File: config.mk
export PLATFORM = sky130hd
export DESIGN_NAME = fabric_ingress
export DESIGN_NICKNAME = d
export VERILOG_FILES = /design/src/logic/fabric_pkg.sv /design/src/logic/lsab_if.sv /design/src/logic/cfg_if.sv /design/src/logic/lsab_in.sv /design/src/logic/fabric_regs.sv /design/src/logic/block_mover.sv /design/src/logic/fabric_ingress.sv
export VERILOG_INCLUDE_DIRS = /design/src /design/src/logic
export SDC_FILE = /design/constraint.sdc
export NUM_CORES = 1
export LEC_CHECK = 0
export ABC_AREA = 0
export BUFFER_PORTS_ARGS = -buffer_cell sky130_fd_sc_hd__buf_2
export CELL_PAD_IN_SITES_DETAIL_PLACEMENT = 1
export CELL_PAD_IN_SITES_GLOBAL_PLACEMENT = 1
export CORE_ASPECT_RATIO = 0.75
export CORE_MARGIN = 3
export CORE_UTILIZATION = 40
export DETAILED_ROUTE_END_ITERATION = 6
export PLACE_DENSITY = 0.72
export RECOVER_POWER = 50
export SETUP_SLACK_MARGIN = 0.02
export SLEW_MARGIN = 10
export SYNTH_ARGS = -nofsm -noshare
export SYNTH_HDL_FRONTEND = slang
export SYNTH_SLANG_ARGS = --single-unit
File: constraint.sdc
create_clock -name CLK_n -period 5.1 [get_ports CLK_n]
set_input_delay 1.275 -clock CLK_n [delete_from_list [all_inputs] [get_ports CLK_n]]
set_output_delay 1.275 -clock CLK_n [all_outputs]
set_load 0.005 [all_outputs]
File: src/logic/fabric_settings.svh
`ifndef FABRIC_SETTINGS_SVH
`define FABRIC_SETTINGS_SVH

// --------------------------------------------------
// Fabric ingress sizing
// --------------------------------------------------

// Input channels, one FIFO each
`define FABRIC_CHANNELS 4
// Words per channel FIFO, power of two
`define FABRIC_FIFO_DEPTH 8

`define FABRIC_DATA_W 32
`define FABRIC_ANC_W 3
`define FABRIC_ADDR_W 16
`define FABRIC_LEN_W 4

// Block length after reset
`define FABRIC_BLOCK_LEN_RST 4
// Register index of block length, 0..3 are channel bases
`define FABRIC_CFG_LEN_SEL 4

`endif

File: src/logic/fabric_pkg.sv
`include "fabric_settings.svh"

package fabric_pkg;

  // --------------------------------------------------
  // Payload
  // --------------------------------------------------
  typedef logic [`FABRIC_DATA_W-1:0] data_t;
  typedef logic [`FABRIC_ANC_W-1:0] anc_t;

  // --------------------------------------------------
  // Channels and addressing
  // --------------------------------------------------
  typedef logic [$clog2(`FABRIC_CHANNELS)-1:0] chan_t;
  typedef logic [`FABRIC_CHANNELS-1:0] chan_mask_t;
  typedef logic [`FABRIC_ADDR_W-1:0] addr_t;

  // Block length, also the word count within a block
  typedef logic [`FABRIC_LEN_W-1:0] len_t;

  // Register index on the config port
  typedef logic [$clog2(`FABRIC_CFG_LEN_SEL+1)-1:0] cfg_sel_t;

  // Block mover FSM
  typedef enum logic [1:0] {
    IDLE,
    PICK,
    MOVE
  } mover_state_t;

endpackage

File: src/logic/lsab_if.sv
`timescale 1ns/1ps

// Input buffer to block mover
interface lsab_if;

  // Per-channel empty flags
  fabric_pkg::chan_mask_t empty;

  // Head of the channel on sel
  fabric_pkg::data_t head_data;
  fabric_pkg::anc_t head_anc;

  fabric_pkg::chan_t sel;
  // Only while the selected channel is not empty
  logic pop;

  modport buffer (
    output empty, head_data, head_anc,
    input sel, pop
  );

  modport mover (
    input empty, head_data, head_anc,
    output sel, pop
  );

endinterface

File: src/logic/cfg_if.sv
`timescale 1ns/1ps

// Register block to block mover
interface cfg_if;

  // Length after the zero fixup
  fabric_pkg::len_t block_len;

  // Next address of the channel on sel
  fabric_pkg::addr_t chan_addr;

  fabric_pkg::chan_t sel;
  // Steps the selected channel by one word
  logic advance;

  modport regs (
    output block_len, chan_addr,
    input sel, advance
  );

  modport mover (
    input block_len, chan_addr,
    output sel, advance
  );

endinterface

File: src/logic/lsab_in.sv
`timescale 1ns/1ps

`include "fabric_settings.svh"

module lsab_in (
  input  logic                  CLK_n,
  input  logic                  RST,
  input  logic                  i_in_valid,
  input  fabric_pkg::chan_t     i_in_chan,
  input  fabric_pkg::data_t     i_in_data,
  input  fabric_pkg::anc_t      i_in_anc,
  output logic                  o_in_ready,
  lsab_if.buffer                lsab
);

  localparam int CH = `FABRIC_CHANNELS;
  localparam int DEPTH = `FABRIC_FIFO_DEPTH;
  localparam int PTR_W = $clog2(DEPTH);

  // Payload storage per channel and slot
  fabric_pkg::data_t mem_data [CH][DEPTH];
  fabric_pkg::anc_t mem_anc [CH][DEPTH];

  // Pointers wrap on their own since depth is a power of two
  logic [PTR_W-1:0] wr_ptr [CH];
  logic [PTR_W-1:0] rd_ptr [CH];
  logic [PTR_W:0] fill [CH];

  logic push;
  fabric_pkg::chan_mask_t push_vec;
  fabric_pkg::chan_mask_t pop_vec;

  // --------------------------------------------------
  // Push side
  // --------------------------------------------------
  assign o_in_ready = (fill[i_in_chan] != (PTR_W+1)'(DEPTH));
  assign push = i_in_valid && o_in_ready;

  always_comb
  begin
    push_vec = '0;
    pop_vec = '0;
    push_vec[i_in_chan] = push;
    pop_vec[lsab.sel] = lsab.pop;
  end

  always_ff @(posedge CLK_n)
  begin
    if (push)
    begin
      mem_data[i_in_chan][wr_ptr[i_in_chan]] <= i_in_data;
      mem_anc[i_in_chan][wr_ptr[i_in_chan]] <= i_in_anc;
    end
  end

  // --------------------------------------------------
  // Pointers and fill counts
  // --------------------------------------------------
  always_ff @(posedge CLK_n)
  begin
    if (!RST)
    begin
      for (int c = 0; c < CH; c++)
      begin
        wr_ptr[c] <= '0;
        rd_ptr[c] <= '0;
        fill[c] <= '0;
      end
    end
    else
    begin
      for (int c = 0; c < CH; c++)
      begin
        if (push_vec[c])
          wr_ptr[c] <= wr_ptr[c] + 1'b1;
        if (pop_vec[c])
          rd_ptr[c] <= rd_ptr[c] + 1'b1;
        // Push and pop together leave the fill unchanged
        case ({push_vec[c], pop_vec[c]})
          2'b10: fill[c] <= fill[c] + 1'b1;
          2'b01: fill[c] <= fill[c] - 1'b1;
          default: fill[c] <= fill[c];
        endcase
      end
    end
  end

  // --------------------------------------------------
  // Status and head word toward the mover
  // --------------------------------------------------
  always_comb
  begin
    for (int c = 0; c < CH; c++)
      lsab.empty[c] = (fill[c] == '0);
  end

  assign lsab.head_data = mem_data[lsab.sel][rd_ptr[lsab.sel]];
  assign lsab.head_anc = mem_anc[lsab.sel][rd_ptr[lsab.sel]];

endmodule

File: src/logic/fabric_regs.sv
`timescale 1ns/1ps

`include "fabric_settings.svh"

module fabric_regs (
  input  logic                  CLK_n,
  input  logic                  RST,
  input  logic                  i_cfg_valid,
  input  fabric_pkg::cfg_sel_t  i_cfg_sel,
  input  fabric_pkg::addr_t     i_cfg_data,
  cfg_if.regs                   cfg
);

  localparam int CH = `FABRIC_CHANNELS;

  // Next address is kept as base plus a running offset
  fabric_pkg::addr_t base_q [CH];
  fabric_pkg::addr_t offs_q [CH];
  fabric_pkg::len_t len_q;

  logic base_wr;
  logic len_wr;
  fabric_pkg::chan_t wr_chan;

  // --------------------------------------------------
  // Write decode
  // --------------------------------------------------
  assign base_wr = i_cfg_valid && (i_cfg_sel < fabric_pkg::cfg_sel_t'(CH));
  assign len_wr = i_cfg_valid &&
                  (i_cfg_sel == fabric_pkg::cfg_sel_t'(`FABRIC_CFG_LEN_SEL));
  assign wr_chan = fabric_pkg::chan_t'(i_cfg_sel);

  always_ff @(posedge CLK_n)
  begin
    if (!RST)
    begin
      for (int c = 0; c < CH; c++)
      begin
        base_q[c] <= '0;
        offs_q[c] <= '0;
      end
      len_q <= fabric_pkg::len_t'(`FABRIC_BLOCK_LEN_RST);
    end
    else
    begin
      for (int c = 0; c < CH; c++)
      begin
        // Base write wins over a same-cycle advance
        if (base_wr && (wr_chan == fabric_pkg::chan_t'(c)))
        begin
          base_q[c] <= i_cfg_data;
          offs_q[c] <= '0;
        end
        else if (cfg.advance && (cfg.sel == fabric_pkg::chan_t'(c)))
          offs_q[c] <= offs_q[c] + 1'b1;
      end
      if (len_wr)
        len_q <= fabric_pkg::len_t'(i_cfg_data);
    end
  end

  // --------------------------------------------------
  // Read side
  // --------------------------------------------------
  assign cfg.chan_addr = base_q[cfg.sel] + offs_q[cfg.sel];

  // Zero length behaves as one
  assign cfg.block_len = (len_q == '0) ? fabric_pkg::len_t'(1) : len_q;

endmodule

File: src/logic/block_mover.sv
`timescale 1ns/1ps

`include "fabric_settings.svh"

module block_mover (
  input  logic                  CLK_n,
  input  logic                  RST,
  lsab_if.mover                 lsab,
  cfg_if.mover                  cfg,
  output logic                  o_out_valid,
  output logic                  o_out_last,
  input  logic                  i_out_ready,
  output fabric_pkg::data_t     o_out_data,
  output fabric_pkg::anc_t      o_out_anc,
  output fabric_pkg::chan_t     o_out_chan,
  output fabric_pkg::addr_t     o_out_addr
);

  localparam int CH = `FABRIC_CHANNELS;

  fabric_pkg::mover_state_t state_q;
  // Channel where the next search starts, one past the last served
  fabric_pkg::chan_t rr_ptr_q;
  fabric_pkg::chan_t active_q;
  fabric_pkg::len_t count_q;

  fabric_pkg::chan_t pick;
  fabric_pkg::len_t last_idx;
  logic fire;
  logic last;

  // --------------------------------------------------
  // Round-robin search
  // --------------------------------------------------
  always_comb
  begin : rr_search
    fabric_pkg::chan_t cand;
    logic found;
    pick = rr_ptr_q;
    found = 1'b0;
    for (int k = 0; k < CH; k++)
    begin
      cand = fabric_pkg::chan_t'(int'(rr_ptr_q) + k);
      if (!found && !lsab.empty[cand])
      begin
        pick = cand;
        found = 1'b1;
      end
    end
  end

  // --------------------------------------------------
  // Output stream
  // --------------------------------------------------
  assign o_out_valid = (state_q == fabric_pkg::MOVE) && !lsab.empty[active_q];
  assign fire = o_out_valid && i_out_ready;

  // Last by count only
  assign last_idx = cfg.block_len - 1'b1;
  assign last = (count_q == last_idx);
  assign o_out_last = o_out_valid && last;

  assign o_out_data = lsab.head_data;
  assign o_out_anc = lsab.head_anc;
  assign o_out_chan = active_q;
  assign o_out_addr = cfg.chan_addr;

  assign lsab.sel = active_q;
  assign lsab.pop = fire;
  assign cfg.sel = active_q;
  assign cfg.advance = fire;

  // --------------------------------------------------
  // FSM
  // --------------------------------------------------
  always_ff @(posedge CLK_n)
  begin
    if (!RST)
    begin
      state_q <= fabric_pkg::IDLE;
      rr_ptr_q <= '0;
      active_q <= '0;
      count_q <= '0;
    end
    else
    begin
      case (state_q)
        fabric_pkg::IDLE:
        begin
          if (|(~lsab.empty))
            state_q <= fabric_pkg::PICK;
        end
        fabric_pkg::PICK:
        begin
          active_q <= pick;
          rr_ptr_q <= pick + 1'b1;
          count_q <= '0;
          state_q <= fabric_pkg::MOVE;
        end
        fabric_pkg::MOVE:
        begin
          if (fire)
          begin
            count_q <= count_q + 1'b1;
            if (last)
              state_q <= fabric_pkg::IDLE;
          end
          else if (lsab.empty[active_q])
            state_q <= fabric_pkg::IDLE;  // channel ran dry, block cut short
        end
        default: state_q <= fabric_pkg::IDLE;
      endcase
    end
  end

endmodule

File: src/logic/fabric_ingress.sv
`timescale 1ns/1ps

module fabric_ingress (
  input  logic                  CLK_n,
  input  logic                  RST,
  // Input push
  input  logic                  i_in_valid,
  input  fabric_pkg::chan_t     i_in_chan,
  input  fabric_pkg::data_t     i_in_data,
  input  fabric_pkg::anc_t      i_in_anc,
  output logic                  o_in_ready,
  // Configuration
  input  logic                  i_cfg_valid,
  input  fabric_pkg::cfg_sel_t  i_cfg_sel,
  input  fabric_pkg::addr_t     i_cfg_data,
  // Output stream
  output logic                  o_out_valid,
  input  logic                  i_out_ready,
  output fabric_pkg::data_t     o_out_data,
  output fabric_pkg::anc_t      o_out_anc,
  output fabric_pkg::chan_t     o_out_chan,
  output fabric_pkg::addr_t     o_out_addr,
  output logic                  o_out_last
);

  lsab_if u_lsab ();
  cfg_if u_cfg ();

  // --------------------------------------------------
  lsab_in u_lsab_in (
    .CLK_n      (CLK_n),
    .RST        (RST),
    .i_in_valid (i_in_valid),
    .i_in_chan  (i_in_chan),
    .i_in_data  (i_in_data),
    .i_in_anc   (i_in_anc),
    .o_in_ready (o_in_ready),
    .lsab       (u_lsab.buffer)
  );

  fabric_regs u_regs (
    .CLK_n       (CLK_n),
    .RST         (RST),
    .i_cfg_valid (i_cfg_valid),
    .i_cfg_sel   (i_cfg_sel),
    .i_cfg_data  (i_cfg_data),
    .cfg         (u_cfg.regs)
  );

  block_mover u_mover (
    .CLK_n       (CLK_n),
    .RST         (RST),
    .lsab        (u_lsab.mover),
    .cfg         (u_cfg.mover),
    .o_out_valid (o_out_valid),
    .o_out_last  (o_out_last),
    .i_out_ready (i_out_ready),
    .o_out_data  (o_out_data),
    .o_out_anc   (o_out_anc),
    .o_out_chan  (o_out_chan),
    .o_out_addr  (o_out_addr)
  );

endmodule

==> results by stage <==
Status:
- The flow ran to the end, but the final reports show violations.
- The checks that failed: capacitance limit, slew limit.

Pwr:
- Dividing total power by cell area gives a power density of 387 mW/mm2.
- The static leakage power is between 20 and 25 nW.
- The power consumption is 24.3 mW.
- The worst vdd rail ir drop is between 0.0003 and 0.0004 V.

Detailed routing:
- For this block, the initial DRC count from the detailed router was 3125.
- Once detail routing completed, the nets flagged for antenna violations numbered 0.
- Dividing the detail-routed wire length by the instance count gives 27.2 um.
- The pre-antenna-repair detailed-routing pass consisted of 5 iterations.
- Dividing the detail-routed via count by the number of cells gives 5.80.
- The total DRC errors in the routed layout is 0.
- The detailed router placed 32400 vias in this run.
- The aggregate routed wire length is 152000 um.

Finish:
- The finished layout holds around 5600 standard cells, fillers aside.
- The library cells used most frequently in the layout, excluding fill and tap cells, are sky130_fd_sc_hd__edfxtp_1 (1288), sky130_fd_sc_hd__a211oi_1 (420), sky130_fd_sc_hd__nor2b_1 (296).
- The signed area change from the synthesized netlist to the final layout is 14.1%.
- Leaving out fill and tap cells, the most frequent cell in the layout is sky130_fd_sc_hd__edfxtp_1.
- The net count reported at finish is around 3800.
- In the final layout, the share of cells above drive strength 1 is 0.133.

Logic synthesis:
- The number of nets handed over by synthesis was 3659.
- The number of warnings reported in the yosys synthesis log is 0.
- Synthesis instantiated 60 different standard cells from the library.
- The most instantiated flip-flop cell in the synthesis netlist is sky130_fd_sc_hd__edfxtp_1.
- In this run the mean area of a mapped cell was 15.5 um2.
- Of all flip-flops after synthesis, the portion carrying an async set or reset was 0.
- The number of register bits inferred by synthesis is 1304.
- Yosys mapped a number of flops with a built-in enable equal to 1288.
- Counting every instance in the synthesized netlist gives 3555.
- The part of the Yosys area used for sequential elements is 0.708.
- The synthesized netlist occupies a cell area of 0.0550 mm2.

Worst setup path:
- The arrival time at the worst endpoint is approximately 3700 ps.
- The required time at the endpoint of the critical path is 3830 ps.
- The cell with the biggest individual delay on the critical path is sky130_fd_sc_hd__dfxtp_4.
- The kind of start point of the critical path is a flip-flop.
- The longest individual stage delay on the worst path is between 500 and 600 ps.
- Traced cell by cell, the critical path runs through buf_6 > buf_16 > a211oi_1 > a21oi_1 > a21oi_1 > a211oi_1 > a21o_1 > buf_2.
- The critical path is of the flip-flop to primary output type.
- In this run the worst path has a maximum fanout of 204.
- The category of the worst setup path capture point is a primary output.

Die:
- For this configuration, the core starts out at a cell density of 0.404.
- The count of boundary I/O pins is 117.
- The core footprint is 0.136 mm2.
- The die is between 300 and 400 um tall.
- The area of the die is between 0.1 and 0.15 mm2.
- In this run the horizontal extent of the chip is 434 um.
- The number of placement rows is 117.

Timing:
- Dividing the final minimum period by the clock period gives 0.976.
- The upper clock frequency limit is 0.201 GHz.
- Across the routed clock network, the largest skew measured is 30.1 ps.
- The routed design could run at a clock period as short as 4980 ps.
- The worst slew slack as a fraction of its limit is -0.154.
- The count of final hold-check violations is 0.
- The slew at the pin closest to its max-slew limit is approximately 1700 ps.
- The final setup violation count is 0.
- Final hold analysis gives a worst-case slack of 544 ps.
- The final number of max-transition violations was 83.

GRT:
- The total track usage is 0.212.
- The number of global-route vias before repair is 33200.
- Entering global routing, the biggest net connects 205 pins.
- Summed over all layers, the global routing overflow is 0.
- The wire length of the first global-routing pass is ~220000 um.
- The number of antenna violations at the first check in global routing is 10.

Clock network:
- The CTS root buffer is sky130_fd_sc_hd__clkbuf_16.
- Hold repair after CTS inserted 0 buffers.
- In this run the deepest clock path goes through 3 buffers.
- The clock reaches the later pin of the worst-skew pair after approximately 770 ps.
- TritonCTS built the clock tree.
- Counting every sink on the clock net gives approximately 1300.
- Clock-pin slew was measured on the worst setup and hold paths at around 50 ps.
- The number of CTS-inserted buffers is 134.
- In this run the number of H-tree levels came out at 4.

Place:
- After legalization and detailed placement, the total HPWL measured roughly 83000 um.
- The number of placed instances, taps included, is between 5000 and 6000.
- The final weighted congestion of routability-driven global placement is 0.788.
- During placement, the flow inserted port buffers numbering 116.

Min path:
- The tightest min-delay check is of the flip-flop to flip-flop type.

Run:
- The count of maximum capacitance violations is 3.
[synthesized netlist by cell type, types with 27 or more instances]
cell type | count | area (um2)
sky130_fd_sc_hd__nand2_1 | 61 | 229
sky130_fd_sc_hd__and2_1 | 69 | 432
sky130_fd_sc_hd__o21ai_0 | 27 | 135
sky130_fd_sc_hd__ha_1 | 42 | 526
sky130_fd_sc_hd__a21oi_1 | 269 | 1350
sky130_fd_sc_hd__nor2_1 | 128 | 480
sky130_fd_sc_hd__xor2_1 | 46 | 403
sky130_fd_sc_hd__a21o_1 | 39 | 293
sky130_fd_sc_hd__nor2b_1 | 296 | 1850
sky130_fd_sc_hd__clkbuf_1 | 152 | 571
sky130_fd_sc_hd__nand3_1 | 38 | 190
sky130_fd_sc_hd__mux2i_1 | 286 | 2860
sky130_fd_sc_hd__edfxtp_1 | 1288 | 38700
sky130_fd_sc_hd__inv_1 | 38 | 143
sky130_fd_sc_hd__buf_2 | 46 | 230
sky130_fd_sc_hd__xnor2_1 | 39 | 342
sky130_fd_sc_hd__mux4_2 | 73 | 1640
sky130_fd_sc_hd__a211oi_1 | 422 | 3170
[layout make-up]
type / count / area, um2
Fill cell: 13200 / 73400
Sequential cell: 1304 / 39000
Multi-Input combinational cell: 1989 / 15300
Clock buffer: 162 / 3500
Tap cell: 1785 / 2230
Timing Repair Buffer: 220 / 1800
Clock inverter: 81 / 757
Inverter: 38 / 143
Antenna cell: 4 / 10.0
[metal layers]
layer | wire (um) | share of wire | GRT usage
met2 | 69600 | 0.46 | 0.324
met5 | 57 | 0.00038 | 0
met1 | 68200 | 0.45 | 0.305
met4 | 4510 | 0.030 | 0.0713
met3 | 9360 | 0.062 | 0.0393
[worst paths after layout]
check	cells after the start	slack (ps)	endpoint	start
hold / removal	3	540	u_mover.state_q[0]	u_mover.state_q[1]
hold reg to reg	3	540	u_mover.state_q[0]	u_mover.state_q[1]
setup reg to reg	10	1580	u_lsab_in.fill[1][3]	u_lsab_in.fill[3][2]
setup / recovery	8	120	o_out_data[2]	flip-flop
[power breakdown]
group / total, mW / switching [mW] / internal [mW]
Combinational: 2.57 / 1.64 / 0.924
Clock: 9.64 / 4.23 / 5.40
Sequential: 12.1 / 0.117 / 12.0
Total: 24.3 / 5.99 / 18.3
[metrics by stage]
stage,util,setup TNS (ps),cell area [um2],setup slack [ps]
after floorplan,-,0,55000,261
after global placement,0.428,0,58300,628
after detailed placement,0.428,0,58300,575
after CTS,0.461,0,62700,24.3
after global routing,0.461,-2.66,62800,-2.66
final,0.461,0,62800,123
[what timing repair did]
action / CTS / global route
setup buffers: 7 / 11
endpoints found under the setup margin: 10 / 23
pin swaps: 0 / 4
gates cloned: 1 / 0
gates resized for setup: 13 / 15
[critical path: cells and delay by family (launching register included)]
family,cells,cell delay (ps)
buffers and inverters,3,910
DFF,1,560
AOI/OAI and AO/OA,5,1090
[cell families after synthesis]
group,Yosys count,share of synthesized area
buffers and inverters,262,0.0190
and+or+nand+nor,708,0.0720
muxes,360,0.0821
xor gates and xnor gates,85,0.0135
DFF,1304,0.708
adders and majority gates,43,0.00991
AOI/OAI and AO/OA,793,0.0950
[sequential cells by signal, summed over array words and instances, names as in the netlist, named ones only]
register,cells
u_lsab_in.fill,16
u_lsab_in.mem_anc,96
u_lsab_in.mem_data,1024
u_lsab_in.rd_ptr,12
u_lsab_in.wr_ptr,12
u_mover.cfg.sel,2
u_mover.count_q,4
u_mover.rr_ptr_q,2
u_mover.state_q,2
u_regs.base_q,64
u_regs.len_q,4
u_regs.offs_q,64
Power figures use the tool's default switching activity.
